**src/ooo_params.svh**
```systemverilog
`ifndef OOO_PARAMS_SVH
`define OOO_PARAMS_SVH

////////////////////////////////////////////////////////////
// datapath

`define OOO_XLEN 16
`define OOO_NUM_REGS 8

////////////////////////////////////////////////////////////
// window sizes

`define OOO_ROB_DEPTH 8  // keep a power of two, pointers wrap
`define OOO_RS_ENTRIES 4

`endif

```
**src/ooo_pkg.sv**
```systemverilog
`default_nettype none

`include "ooo_params.svh"

package ooo_pkg;

  typedef logic [`OOO_XLEN-1:0] word_t;
  typedef logic [$clog2(`OOO_NUM_REGS)-1:0] reg_idx_t;
  typedef logic [$clog2(`OOO_ROB_DEPTH)-1:0] rob_tag_t;  // rename tag = rob slot

  // op[15:12] rd[11:9] rs1[8:6] rs2[5:3], li imm[8:0]
  typedef logic [15:0] inst_t;
  typedef logic [3:0] alu_op_t;

  localparam alu_op_t OP_ADD = 4'd0;
  localparam alu_op_t OP_SUB = 4'd1;
  localparam alu_op_t OP_AND = 4'd2;
  localparam alu_op_t OP_OR = 4'd3;
  localparam alu_op_t OP_XOR = 4'd4;
  localparam alu_op_t OP_SLL = 4'd5;
  localparam alu_op_t OP_LI = 4'd6;
  localparam alu_op_t OP_HALT = 4'd7;  // 8..15 run as add

endpackage

`default_nettype wire

```
**src/dispatch_rename.sv**
```systemverilog
`default_nettype none

`include "ooo_params.svh"

module dispatch_rename (
  input  logic                        clock,
  input  logic                        reset,
  input  logic                        inst_valid,
  input  ooo_pkg::inst_t              inst,
  input  logic [`OOO_RS_ENTRIES-1:0]  rs_busy,
  input  logic                        rob_full,
  input  logic                        halted,
  input  ooo_pkg::rob_tag_t           rob_alloc_tag,
  input  logic                        src1_done,
  input  logic                        src2_done,
  input  ooo_pkg::word_t              src1_data,
  input  ooo_pkg::word_t              src2_data,
  input  logic                        cdb_valid,
  input  ooo_pkg::rob_tag_t           cdb_tag,
  input  ooo_pkg::word_t              cdb_data,
  input  logic                        retire_valid,
  input  ooo_pkg::reg_idx_t           retire_reg,
  input  ooo_pkg::rob_tag_t           retire_tag,
  input  ooo_pkg::word_t              retire_data,
  output logic                        inst_ready,
  output logic                        dispatch_en,
  output ooo_pkg::reg_idx_t           dispatch_rd,
  output logic                        dispatch_done,
  output logic                        dispatch_halt,
  output ooo_pkg::word_t              dispatch_value,
  output ooo_pkg::rob_tag_t           src1_tag,
  output ooo_pkg::rob_tag_t           src2_tag,
  output logic [`OOO_RS_ENTRIES-1:0]  rs_load,
  output ooo_pkg::alu_op_t            rs_op,
  output ooo_pkg::rob_tag_t           rs_tag,
  output ooo_pkg::word_t              rs_val1,
  output ooo_pkg::word_t              rs_val2,
  output logic                        rs_rdy1,
  output logic                        rs_rdy2,
  output ooo_pkg::rob_tag_t           rs_tag1,
  output ooo_pkg::rob_tag_t           rs_tag2
);
  import ooo_pkg::*;

  word_t                     regfile [`OOO_NUM_REGS];
  rob_tag_t                  reg_tag [`OOO_NUM_REGS];
  logic [`OOO_NUM_REGS-1:0]  reg_busy;
  logic                      active;  // low through reset
  alu_op_t                   op;
  reg_idx_t                  rs1, rs2;
  logic                      is_li, is_halt, accept;
  logic [`OOO_RS_ENTRIES-1:0] free_onehot;

  // committed value, then rob, then the bus this cycle
  function automatic void resolve(
    input  logic     busy,
    input  rob_tag_t tag,
    input  word_t    rf_val,
    input  logic     rob_done,
    input  word_t    rob_val,
    output logic     rdy,
    output word_t    val
  );
    rdy = 1'b1;
    val = rf_val;
    if (busy) begin
      if (rob_done) begin
        val = rob_val;
      end else if (cdb_valid && cdb_tag == tag) begin
        val = cdb_data;
      end else begin
        rdy = 1'b0;  // wait on tag
        val = '0;
      end
    end
  endfunction

  assign op      = alu_op_t'(inst[15:12]);
  assign rs1     = inst[8:6];
  assign rs2     = inst[5:3];
  assign is_li   = op == OP_LI;
  assign is_halt = op == OP_HALT;

  always_comb begin
    free_onehot = '0;
    for (int i = `OOO_RS_ENTRIES - 1; i >= 0; i--) begin
      if (!rs_busy[i]) begin
        free_onehot = '0;
        free_onehot[i] = 1'b1;
      end
    end
  end

  assign inst_ready = active && !rob_full && !(&rs_busy) && !halted;
  assign accept     = inst_valid && inst_ready;

  assign dispatch_en    = accept;
  assign dispatch_rd    = inst[11:9];
  assign dispatch_done  = is_li || is_halt;
  assign dispatch_halt  = is_halt;
  assign dispatch_value = is_li ? word_t'(inst[8:0]) : '0;

  assign src1_tag = reg_tag[rs1];
  assign src2_tag = reg_tag[rs2];

  assign rs_load = (accept && !dispatch_done) ? free_onehot : '0;
  assign rs_op   = op;
  assign rs_tag  = rob_alloc_tag;
  assign rs_tag1 = src1_tag;
  assign rs_tag2 = src2_tag;

  always_comb begin
    resolve(reg_busy[rs1], src1_tag, regfile[rs1], src1_done, src1_data, rs_rdy1, rs_val1);
    resolve(reg_busy[rs2], src2_tag, regfile[rs2], src2_done, src2_data, rs_rdy2, rs_val2);
  end

  ////////////////////////////////////////////////////////////
  // register file and status table

  always_ff @(posedge clock) begin
    if (reset) begin
      active   <= 1'b0;
      reg_busy <= '0;
      for (int i = 0; i < `OOO_NUM_REGS; i++) begin
        regfile[i] <= '0;
      end
    end else begin
      active <= 1'b1;
      if (retire_valid) begin
        regfile[retire_reg] <= retire_data;
        if (reg_tag[retire_reg] == retire_tag) begin
          reg_busy[retire_reg] <= 1'b0;  // no younger writer
        end
      end
      // new writer wins over a retire to the same reg
      if (accept && !is_halt) begin
        reg_busy[dispatch_rd] <= 1'b1;
        reg_tag[dispatch_rd]  <= rob_alloc_tag;
      end
    end
  end

endmodule

`default_nettype wire

```
**src/rs_entry.sv**
```systemverilog
`default_nettype none

module rs_entry (
  input  logic              clock,
  input  logic              reset,
  input  logic              load,
  input  ooo_pkg::alu_op_t  op,
  input  ooo_pkg::rob_tag_t tag,
  input  ooo_pkg::word_t    val1,
  input  ooo_pkg::word_t    val2,
  input  logic              rdy1,
  input  logic              rdy2,
  input  ooo_pkg::rob_tag_t tag1,
  input  ooo_pkg::rob_tag_t tag2,
  input  logic              cdb_valid,
  input  ooo_pkg::rob_tag_t cdb_tag,
  input  ooo_pkg::word_t    cdb_data,
  input  logic              grant,
  output logic              busy,
  output logic              ready,
  output ooo_pkg::alu_op_t  entry_op,
  output ooo_pkg::word_t    entry_val1,
  output ooo_pkg::word_t    entry_val2,
  output ooo_pkg::rob_tag_t entry_tag
);
  import ooo_pkg::*;

  logic     rdy1_q, rdy2_q;
  rob_tag_t tag1_q, tag2_q;
  logic     hit1, hit2;

  // bus snoop for missing operands
  assign hit1 = busy && !rdy1_q && cdb_valid && cdb_tag == tag1_q;
  assign hit2 = busy && !rdy2_q && cdb_valid && cdb_tag == tag2_q;

  assign ready = busy && rdy1_q && rdy2_q;

  always_ff @(posedge clock) begin
    if (reset) begin
      busy <= 1'b0;
    end else if (load) begin
      busy <= 1'b1;
    end else if (grant) begin
      busy <= 1'b0;  // off to the alu
    end
  end

  always_ff @(posedge clock) begin
    if (load) begin
      entry_op   <= op;
      entry_tag  <= tag;
      entry_val1 <= val1;
      entry_val2 <= val2;
      rdy1_q     <= rdy1;
      rdy2_q     <= rdy2;
      tag1_q     <= tag1;
      tag2_q     <= tag2;
    end else begin
      if (hit1) begin
        entry_val1 <= cdb_data;
        rdy1_q     <= 1'b1;
      end
      if (hit2) begin
        entry_val2 <= cdb_data;
        rdy2_q     <= 1'b1;
      end
    end
  end

endmodule

`default_nettype wire

```
**src/issue_alu.sv**
```systemverilog
`default_nettype none

`include "ooo_params.svh"

module issue_alu (
  input  logic                                          clock,
  input  logic                                          reset,
  input  logic [`OOO_RS_ENTRIES-1:0]                    slot_ready,
  input  ooo_pkg::alu_op_t  [`OOO_RS_ENTRIES-1:0]       slot_op,
  input  ooo_pkg::word_t    [`OOO_RS_ENTRIES-1:0]       slot_val1,
  input  ooo_pkg::word_t    [`OOO_RS_ENTRIES-1:0]       slot_val2,
  input  ooo_pkg::rob_tag_t [`OOO_RS_ENTRIES-1:0]       slot_tag,
  output logic [`OOO_RS_ENTRIES-1:0]                    grant,
  output logic                                          cdb_valid,
  output ooo_pkg::rob_tag_t                             cdb_tag,
  output ooo_pkg::word_t                                cdb_data
);
  import ooo_pkg::*;

  localparam int N = `OOO_RS_ENTRIES;
  localparam int SEL_W = (N > 1) ? $clog2(N) : 1;

  logic [SEL_W-1:0] sel;
  logic             any_ready;

  // stage 1 operands, stage 2 result
  logic     s1_valid;
  alu_op_t  s1_op;
  word_t    s1_a, s1_b;
  rob_tag_t s1_tag;
  word_t    alu_out;
  logic     s2_valid;
  rob_tag_t s2_tag;
  word_t    s2_data;

  ////////////////////////////////////////////////////////////
  // pick lowest ready slot

  always_comb begin
    sel = '0;
    for (int i = N - 1; i >= 0; i--) begin
      if (slot_ready[i]) begin
        sel = SEL_W'(i);
      end
    end
  end

  assign any_ready = |slot_ready;
  assign grant     = any_ready ? (N'(1) << sel) : '0;

  always_comb begin
    case (s1_op)
      OP_ADD:  alu_out = s1_a + s1_b;
      OP_SUB:  alu_out = s1_a - s1_b;
      OP_AND:  alu_out = s1_a & s1_b;
      OP_OR:   alu_out = s1_a | s1_b;
      OP_XOR:  alu_out = s1_a ^ s1_b;
      OP_SLL:  alu_out = s1_a << s1_b[3:0];  // low 4 bits only
      default: alu_out = s1_a + s1_b;
    endcase
  end

  always_ff @(posedge clock) begin
    if (reset) begin
      s1_valid <= 1'b0;
      s2_valid <= 1'b0;
    end else begin
      s1_valid <= any_ready;
      s2_valid <= s1_valid;
    end
  end

  always_ff @(posedge clock) begin
    s1_op   <= slot_op[sel];
    s1_a    <= slot_val1[sel];
    s1_b    <= slot_val2[sel];
    s1_tag  <= slot_tag[sel];
    s2_tag  <= s1_tag;
    s2_data <= alu_out;
  end

  assign cdb_valid = s2_valid;
  assign cdb_tag   = s2_tag;
  assign cdb_data  = s2_data;

endmodule

`default_nettype wire

```
**src/rob.sv**
```systemverilog
`default_nettype none

`include "ooo_params.svh"

module rob (
  input  logic              clock,
  input  logic              reset,
  input  logic              dispatch_en,
  input  ooo_pkg::reg_idx_t dispatch_rd,
  input  logic              dispatch_done,
  input  ooo_pkg::word_t    dispatch_value,
  input  logic              dispatch_halt,
  input  logic              cdb_valid,
  input  ooo_pkg::rob_tag_t cdb_tag,
  input  ooo_pkg::word_t    cdb_data,
  input  ooo_pkg::rob_tag_t src1_tag,
  input  ooo_pkg::rob_tag_t src2_tag,
  output ooo_pkg::rob_tag_t alloc_tag,
  output logic              rob_full,
  output logic              src1_done,
  output logic              src2_done,
  output ooo_pkg::word_t    src1_data,
  output ooo_pkg::word_t    src2_data,
  output logic              retire_valid,
  output ooo_pkg::reg_idx_t retire_reg,
  output ooo_pkg::rob_tag_t retire_tag,
  output ooo_pkg::word_t    retire_data,
  output logic              halted
);
  import ooo_pkg::*;

  localparam int DEPTH = `OOO_ROB_DEPTH;
  localparam int CNT_W = $clog2(DEPTH) + 1;

  logic [DEPTH-1:0] done_q;
  logic [DEPTH-1:0] halt_q;
  reg_idx_t         dest_q [DEPTH];
  word_t            value_q [DEPTH];
  rob_tag_t         head, tail;
  logic [CNT_W-1:0] count;
  logic             retire_fire;  // head leaves, halt or not

  assign alloc_tag = tail;
  assign rob_full  = count == CNT_W'(DEPTH);

  // operand lookup for dispatch
  assign src1_done = done_q[src1_tag];
  assign src2_done = done_q[src2_tag];
  assign src1_data = value_q[src1_tag];
  assign src2_data = value_q[src2_tag];

  assign retire_fire  = count != '0 && done_q[head] && !halted;
  assign retire_valid = retire_fire && !halt_q[head];
  assign retire_reg   = dest_q[head];
  assign retire_tag   = head;
  assign retire_data  = value_q[head];

  ////////////////////////////////////////////////////////////
  // pointers, done bits, halt

  always_ff @(posedge clock) begin
    if (reset) begin
      head   <= '0;
      tail   <= '0;
      count  <= '0;
      done_q <= '0;
      halted <= 1'b0;
    end else begin
      if (cdb_valid) begin
        done_q[cdb_tag] <= 1'b1;
      end
      if (dispatch_en) begin
        done_q[tail] <= dispatch_done;  // li and halt arrive done
        tail         <= tail + 1'b1;
      end
      if (retire_fire) begin
        head <= head + 1'b1;
        if (halt_q[head]) begin
          halted <= 1'b1;
        end
      end
      count <= count + CNT_W'(dispatch_en) - CNT_W'(retire_fire);
    end
  end

  always_ff @(posedge clock) begin
    if (cdb_valid) begin
      value_q[cdb_tag] <= cdb_data;
    end
    if (dispatch_en) begin
      dest_q[tail]  <= dispatch_rd;
      value_q[tail] <= dispatch_value;
      halt_q[tail]  <= dispatch_halt;
    end
  end

endmodule

`default_nettype wire

```
**src/ooo_core.sv**
```systemverilog
`default_nettype none

`include "ooo_params.svh"

module ooo_core (
  input  logic              clock,
  input  logic              reset,
  input  logic              inst_valid,
  input  ooo_pkg::inst_t    inst,
  output logic              inst_ready,
  output logic              commit_valid,
  output ooo_pkg::reg_idx_t commit_reg,
  output ooo_pkg::word_t    commit_data,
  output logic              halted
);
  import ooo_pkg::*;

  localparam int N = `OOO_RS_ENTRIES;

  // dispatch to rob
  logic     dispatch_en, dispatch_done, dispatch_halt;
  reg_idx_t dispatch_rd;
  word_t    dispatch_value;
  rob_tag_t alloc_tag, src1_tag, src2_tag;
  logic     rob_full, src1_done, src2_done;
  word_t    src1_data, src2_data;

  // slot load bus
  logic [N-1:0] rs_load;
  alu_op_t      rs_op;
  rob_tag_t     rs_tag, rs_tag1, rs_tag2;
  word_t        rs_val1, rs_val2;
  logic         rs_rdy1, rs_rdy2;

  // slot state toward issue
  logic [N-1:0]          slot_busy, slot_ready, issue_grant;
  alu_op_t  [N-1:0]      slot_op;
  word_t    [N-1:0]      slot_val1, slot_val2;
  rob_tag_t [N-1:0]      slot_tag;

  // cdb and retire
  logic     cdb_valid, retire_valid;
  rob_tag_t cdb_tag, retire_tag;
  word_t    cdb_data, retire_data;
  reg_idx_t retire_reg;

  dispatch_rename u_dispatch (
    .clock, .reset, .inst_valid, .inst,
    .rs_busy(slot_busy), .rob_full, .halted, .rob_alloc_tag(alloc_tag),
    .src1_done, .src2_done, .src1_data, .src2_data,
    .cdb_valid, .cdb_tag, .cdb_data,
    .retire_valid, .retire_reg, .retire_tag, .retire_data,
    .inst_ready, .dispatch_en, .dispatch_rd, .dispatch_done, .dispatch_halt,
    .dispatch_value, .src1_tag, .src2_tag,
    .rs_load, .rs_op, .rs_tag, .rs_val1, .rs_val2,
    .rs_rdy1, .rs_rdy2, .rs_tag1, .rs_tag2
  );

  ////////////////////////////////////////////////////////////
  // reservation stations

  for (genvar i = 0; i < N; i++) begin : g_slot
    rs_entry u_slot (
      .clock, .reset,
      .load(rs_load[i]), .op(rs_op), .tag(rs_tag),
      .val1(rs_val1), .val2(rs_val2), .rdy1(rs_rdy1), .rdy2(rs_rdy2),
      .tag1(rs_tag1), .tag2(rs_tag2),
      .cdb_valid, .cdb_tag, .cdb_data,
      .grant(issue_grant[i]),
      .busy(slot_busy[i]), .ready(slot_ready[i]), .entry_op(slot_op[i]),
      .entry_val1(slot_val1[i]), .entry_val2(slot_val2[i]), .entry_tag(slot_tag[i])
    );
  end

  issue_alu u_issue (
    .clock, .reset,
    .slot_ready, .slot_op, .slot_val1, .slot_val2, .slot_tag,
    .grant(issue_grant), .cdb_valid, .cdb_tag, .cdb_data
  );

  rob u_rob (
    .clock, .reset,
    .dispatch_en, .dispatch_rd, .dispatch_done, .dispatch_value, .dispatch_halt,
    .cdb_valid, .cdb_tag, .cdb_data, .src1_tag, .src2_tag,
    .alloc_tag, .rob_full, .src1_done, .src2_done, .src1_data, .src2_data,
    .retire_valid, .retire_reg, .retire_tag, .retire_data, .halted
  );

  assign commit_valid = retire_valid;
  assign commit_reg   = retire_reg;
  assign commit_data  = retire_data;

endmodule

`default_nettype wire

```
**config.mk**
```make
export PLATFORM = sky130hd
export DESIGN_NAME = ooo_core
export DESIGN_NICKNAME = d
export VERILOG_FILES = /design/src/ooo_pkg.sv /design/src/dispatch_rename.sv /design/src/rs_entry.sv /design/src/issue_alu.sv /design/src/rob.sv /design/src/ooo_core.sv
export VERILOG_INCLUDE_DIRS = /design/src /design/src/src
export SDC_FILE = /design/constraint.sdc
export NUM_CORES = 1
export LEC_CHECK = 0
export ABC_AREA = 1
export BUFFER_PORTS_ARGS = -buffer_cell sky130_fd_sc_hd__buf_2
export CAP_MARGIN = 40
export CORE_ASPECT_RATIO = 2
export CORE_UTILIZATION = 34
export DETAILED_ROUTE_END_ITERATION = 6
export PLACE_DENSITY = 0.55
export SLEW_MARGIN = 25
export SYNTH_ARGS = -nofsm -noshare
export SYNTH_HDL_FRONTEND = slang
export SYNTH_SLANG_ARGS = --single-unit
```
**constraint.sdc**
```tcl
create_clock -name clock -period 10.95 [get_ports clock]
set_input_delay 0.5475 -clock clock [delete_from_list [all_inputs] [get_ports clock]]
set_output_delay 0.5475 -clock clock [all_outputs]
set_load 0.1 [all_outputs]
```
### After elaboration in Yosys (flattened, before gate mapping)

Memories as Yosys holds them, arrays and structs flattened. A register that Yosys moved wholly into a read port is not among the register bits.
Index checks and enable logic that the tools add are counted.
W data, S select, Z words.

| storage, ports and cells | value |
|---|---|
| flip-flop bits (word level) | 288 |
| memory bits (writable) | 304 |
| input port bits | 19 |
| word-level logic and storage cells | 304 |
| memories kept | 4 |

| cells by class | value |
|---|---|
| add/sub/neg operators | 6 |
| magnitude comparators | 14 |
| eq/ne operators | 19 |
| shift-type cells | 2 |
| mux-type cells | 121 |
| bitwise gates (word level) | 7 |
| reductions and logical operators | 79 |

Memories:

| memory | words | width | read ports | clocked after Yosys merged registers in | write ports | RTL line | RTL |
|---|---|---|---|---|---|---|---|
| u_dispatch.regfile | 8 | 16 | 2 | 0 | 8 | dispatch_rename.sv:45 | `` word_t regfile [`OOO_NUM_REGS]; `` |
| u_rob.value_q | 8 | 16 | 3 | 1 | 2 | rob.sv:38 | `word_t value_q [DEPTH];` |
| u_dispatch.reg_tag | 8 | 3 | 3 | 0 | 1 | dispatch_rename.sv:46 | `` rob_tag_t reg_tag [`OOO_NUM_REGS]; `` |
| u_rob.dest_q | 8 | 3 | 1 | 1 | 1 | rob.sv:37 | `reg_idx_t dest_q [DEPTH];` |

Operator list:

| cell | count |
|---|---|
| $mux W16 | 25 |
| $pmux W16 S5 | 1 |
| $bmux W16 S2 | 2 |
| $mux W8 | 7 |
| $mux W1 | 54 |
| $logic_and A1 B1 Y1 | 47 |
| $lt A3 B4 Y1 const B | 9 |
| $eq A3 B3 Y1 | 11 |
| $mux W4 | 7 |
| $reduce_bool A2 Y1 | 12 |
| $bmux W1 S3 | 6 |
| $mux W3 | 6 |
| $add A16 B16 Y16 | 1 |
| $and A16 B16 Y16 | 1 |
| $bwmux W8 | 2 |
| $eq A4 B3 Y1 const B | 4 |
| $or A16 B16 Y16 | 1 |
| $or A8 B8 Y8 | 2 |
| $reduce_or A16 Y1 | 1 |
| $shl A16 B4 Y16 | 1 |
| $sub A16 B16 Y16 | 1 |
| $xor A16 B16 Y16 | 1 |
| $logic_not A1 Y1 | 14 |
| $demux W1 S3 | 4 |
| other kinds (20) | 28 |

### Longest topological paths before layout

| logic depth | value |
|---|---|
| word-level depth | 11 |
| mapped depth | 20 |

### Cells and area by module

From an unflattened synthesis, not the netlist that was laid out.

| unflattened totals | value |
|---|---|
| cells, all modules | 4,330 |
| area, all modules | 34,076.4 µm² |

By module, submodules not included:

| module | times used | cells each | area each (µm²) |
|---|---|---|---|
| rob | 1 | 1,378 | 10,910.5 |
| dispatch_rename | 1 | 1,421 | 10,356.2 |
| rs_entry | 4 | 181 | 1,958.1 |
| issue_alu | 1 | 807 | 4,977.3 |

### Worst setup path before layout

OpenSTA, ideal clock, no wires.

| timing | value |
|---|---|
| path kind | reg-to-reg |
| start | register (tool-made name) |
| end | memory u_dispatch.regfile[0][0] (netlist bit) (data pin) |
| library setup time | 0.155 ns |
| arrival | 4.023 ns |
| path slack | 6.772 ns |
| stages on the path, launching flop included | 12 |
| clock period less this slack | 4.178 ns |
| cells stage by stage | dfxtp_1 -> inv_2 -> buf_2 -> buf_2 -> buf_2 -> a21oi_1 -> o21ai_0 -> nand2_1 -> inv_1 -> o21ai_0 -> inv_1 -> nor2_1 |

RTL lines:

| item | RTL line |
|---|---|
| to (decl) | dispatch_rename.sv:45 |

### Final worst setup path

| timing | value |
|---|---|
| start | register u_issue.s1_b[1] |
| end | register u_issue.s2_data[13] (netlist: u_issue.cdb_data[13]) |

| on the way | value |
|---|---|
| cells in the longest elaborated chain, start to end | 2 |
| elaborated cells between the ends (all ways) | 4 |

RTL lines:

| item | RTL line | RTL |
|---|---|---|
| from (decl) | issue_alu.sv:29 | `word_t s1_a, s1_b;` |
| from (signal assigned) | issue_alu.sv:76 | `s1_b <= slot_val2[sel];` |
| $add A16 B16 Y16 (tied with other cells) | issue_alu.sv:53, issue_alu.sv:59 |  |
| $pmux W16 S5 * | issue_alu.sv:52 | `case (s1_op)` |
| via u_issue.alu_out[13] | issue_alu.sv:31 | `word_t alu_out;` |
| to (signal assigned) | issue_alu.sv:79 | `s2_data <= alu_out;` |
| to (decl) | issue_alu.sv:34 | `word_t s2_data;` |

Mark *: on every way through the listed nets, which the timed path passes. The rest lies on a longest branch.
A chain may end at the register's enable or synchronous reset.

==> impl_metrics.csv <==
group,metric,value,unit
yosys,synth_top_family_by_area,"simple AND/OR/NAND/NOR gates",
global_routing,antenna_found_initial,3,
route,wl,123200,µm
timing,finalCriticalPeriod,4.369,ns
yosys,ys_ff_latch,595,
yosys,synthAdderAreaFrac,2.188,%
pwr,p_leak,0.01566,µW
worst_setup_path,worstSetupPathType,"register to register",
placed_design,numPortBuffers,40,
clocking,post_cts.repair.setup_buffers,0,
clocking,cts_made_buffers,55,
route,drt_iter0_markers,2357,
yosys,synth_compound_area_share,13.16,%
worst_setup_path,crit_arrival,4.82,ns
yosys,async_flop_share,0,%
status,status,"completed",
timing,hold_viol,0,
clocking,htreeDepth,2,
floorplan,core_area,100100,µm²
yosys,synth-edff-count,444,
clocking,cts_sinks,595,
route,vias_per_cell,5.311,
yosys,avgSynthCellArea,7.655,µm²
global_routing,grt_pass1_vias,29960,
final_layout,area.growth.synth_to_final,9.268,%
placed_design,gp_congestion,0.9017,
yosys,seq_area_frac_synth,47.51,%
route,drc,0,
min_path,hold_path.class,"input port to register",
global_routing,grt_max_degree,96,
floorplan,die_w,227.0,µm
timing,slew_headroom,42.12,%
route,postRouteAntennaNets,0,
clocking,cts_tree,"built",
yosys,synth_fp_nets,4575,
timing,skew,0.03892,ns
floorplan,io_pins,41,
yosys,ys_types,58,
timing,slew_violations,0,
yosys,synth_simple_gate_area_share,27.30,%
global_routing,grt.total_usage,23.94,%
run,drv_cap,0,
timing,report.final.setup_viol,0,
yosys,ys_warn_count,0,
yosys,yosys-mux-area-fraction,0.08723,%
floorplan,fp.dieH,452.0,µm
floorplan,start_util,34.38,%
placed_design,place_inst,5668,
yosys,syn_area,34430,µm²
yosys,netlist_instances,4497,
route,num_vias,30660,
pwr,ir_drop,0.0002061,V
final_layout,fill_cells,10600,
timing,rsz0062_at_grt,"no",
worst_setup_path,cp_max_fo,17,
timing,max_slew.worst_pin.slew,0.8682,ns
route,dr.pass1.iters,6,
timing,fin_crit_sh,39.90,%
placed_design,post-dp-hpwl,87900,µm
worst_setup_path,reg2reg_slack,6.58,ns
timing,tns,0,ns
floorplan,rows,164,
timing,max_freq,0.2289,GHz
yosys,synth_ff_type,"edfxtp_1",
route,routedWlPerCell,21.35,µm
pwr,pwr_density_cell,202.7,nW/µm²
clocking,clock_latency,0.64,ns
clocking,clk_pin_slew,0.06,ns
final_layout,fin_cells,5773,
final_layout,nets,4477,
global_routing,grt_pass1_wl,183300,µm
worst_setup_path,worstSetupEndpointType,"register",
clocking,cts-root-buf,"clkbuf_16",
floorplan,die_area,102600,µm²
final_layout,drive_above_1_share,7.246,%
worst_setup_path,critPathRequiredTime,11.40,ns
global_routing,overflow,0,
clocking,cts_repair_resize_count,0,
yosys,synth-xor-area-share,0.7632,%
clocking,clock_path_buffers,3,
clocking,cts_hold_buf,0,
worst_setup_path,worst_setup_path_start_kind,"register",
[state kept, by name, indices dropped and copies added (netlist names), 8 cells and up, named ones only]
signal and cells:
u_issue.s1_a 16, g_slot.u_slot.entry_val1 64, u_dispatch.reg_tag 24, u_dispatch.regfile 128, g_slot.u_slot.entry_tag 12, u_rob.dest_q 24
u_issue.s1_b 16, g_slot.u_slot.tag1_q 12, g_slot.u_slot.entry_op 16, g_slot.u_slot.entry_val2 64, u_rob.value_q 128, u_dispatch.reg_busy 8
u_issue.cdb_data 16, u_rob.halt_q 8, u_rob.done_q 8, g_slot.u_slot.tag2_q 12
[Yosys cell counts, types with 20 or more instances]
library cell  count  area share [%]
clkbuf_1        126             1.4
nor2_1          431             4.7
o21ai_1          22            0.32
xor2_1           26            0.66
inv_1           447             4.9
o21ai_0         486             7.1
nand2_1        1205              13
dfxtp_1         151             8.8
inv_2            26            0.28
o311ai_0         31            0.79
nand3_1         514             7.5
buf_2            88             1.3
a21oi_1         190             2.8
o211ai_1         26            0.57
edfxtp_1        444              39
ha_1             57             2.1
buf_1            36            0.39
nand2_2          20            0.36
nand3_2          22            0.64
[metrics by stage]
step	setup WS (ns)	hold slack, ns	cell area (µm²)	total power, µW	util [%]
2_1_floorplan	6.772	0.3096	34430	4825	-
3_3_place_gp	6.302	0.3141	35680	5639	35.63
3_5_place_dp	6.284	0.3182	35790	5657	35.74
4_1_cts	6.690	0.1559	37570	7631	37.52
5_1_grt	6.397	0.1837	37620	8002	37.57
6_report	6.581	0.1821	37620	7624	37.57
[kinds of logic after synthesis]
logic type | Yosys count
flops | 595
xor+xnor | 30
compound gates | 824
simple gates | 2234
mux | 3
fa+ha+maj | 59
buf+inv | 752
[where the power goes]
group | leakage [µW] | switching (µW) | total [µW] | internal (µW)
clock network | 0.000851 | 907 | 1980 | 1070
registers | 0.00544 | 284 | 2980 | 2700
logic | 0.00936 | 2020 | 2660 | 646
[critical path, cell delays in order (launching register included)]
cell and delay (ns):
dfxtp_1 0.45, inv_1 0.47, ha_1 0.24, inv_1 0.05, nor3_1 0.33, nand2_1 0.13, nor3_1 0.52, nand2_1 0.20
nand2_1 0.14, nand2_1 0.08, xor2_1 0.15, ha_1 0.38, nand2_1 0.15, nor4_1 0.30, nand2_1 0.09, o311ai_0 0.13
xor2_1 0.15, nand2_1 0.09, o2111ai_1 0.17
[worst paths after layout]
check                                                from                                     end  depth (start not counted)
worst max-delay path              u_issue.s1_b[1]$_DFF_P_            u_issue.cdb_data[13]$_DFF_P_                         18
worst max register to register    u_issue.s1_b[1]$_DFF_P_            u_issue.cdb_data[13]$_DFF_P_                         18
worst min register to register  u_issue.s1_tag[2]$_DFF_P_              u_issue.cdb_tag[2]$_DFF_P_                          0
worst min-delay path                             inst[14]  g_slot[2].u_slot.entry_op[2]$_DFFE_PP_                          1
[metal layers]
metal	vias up	wire [µm]	track usage [%]
met5	-	26	0
met3	445	6142	2.192
met2	1167	66750	46.12
met1	14300	41850	23.97
li1	14740	-	-
met4	4	8478	15.56
[area by class of cell]
class / instances / area (µm²) / area share, %
Clock inverter: 31 / 316.6 / 0.8415
Multi-Input combinational cell: 3150 / 15130 / 40.22
Inverter: 474 / 1779 / 4.730
Timing Repair Buffer: 123 / 900.9 / 2.395
Clock buffer: 71 / 1468 / 3.902
Sequential cell: 595 / 16360 / 43.49
Antenna cell: 1 / 2.502 / 0.006652
Tap cell: 1328 / 1662 / 4.417
[placed cells by master, fill, tap and decap left out, types with 31 or more instances in the layout]
master	n
a21oi_1	190
buf_2	38
buf_4	77
clkbuf_16	56
dfxtp_1	149
edfxtp_1	444
ha_1	57
inv_1	447
nand2_1	1205
nand3_1	514
nor2_1	422
o21ai_0	476
o311ai_0	31
No activity file was read; power rests on OpenSTA's default activity.
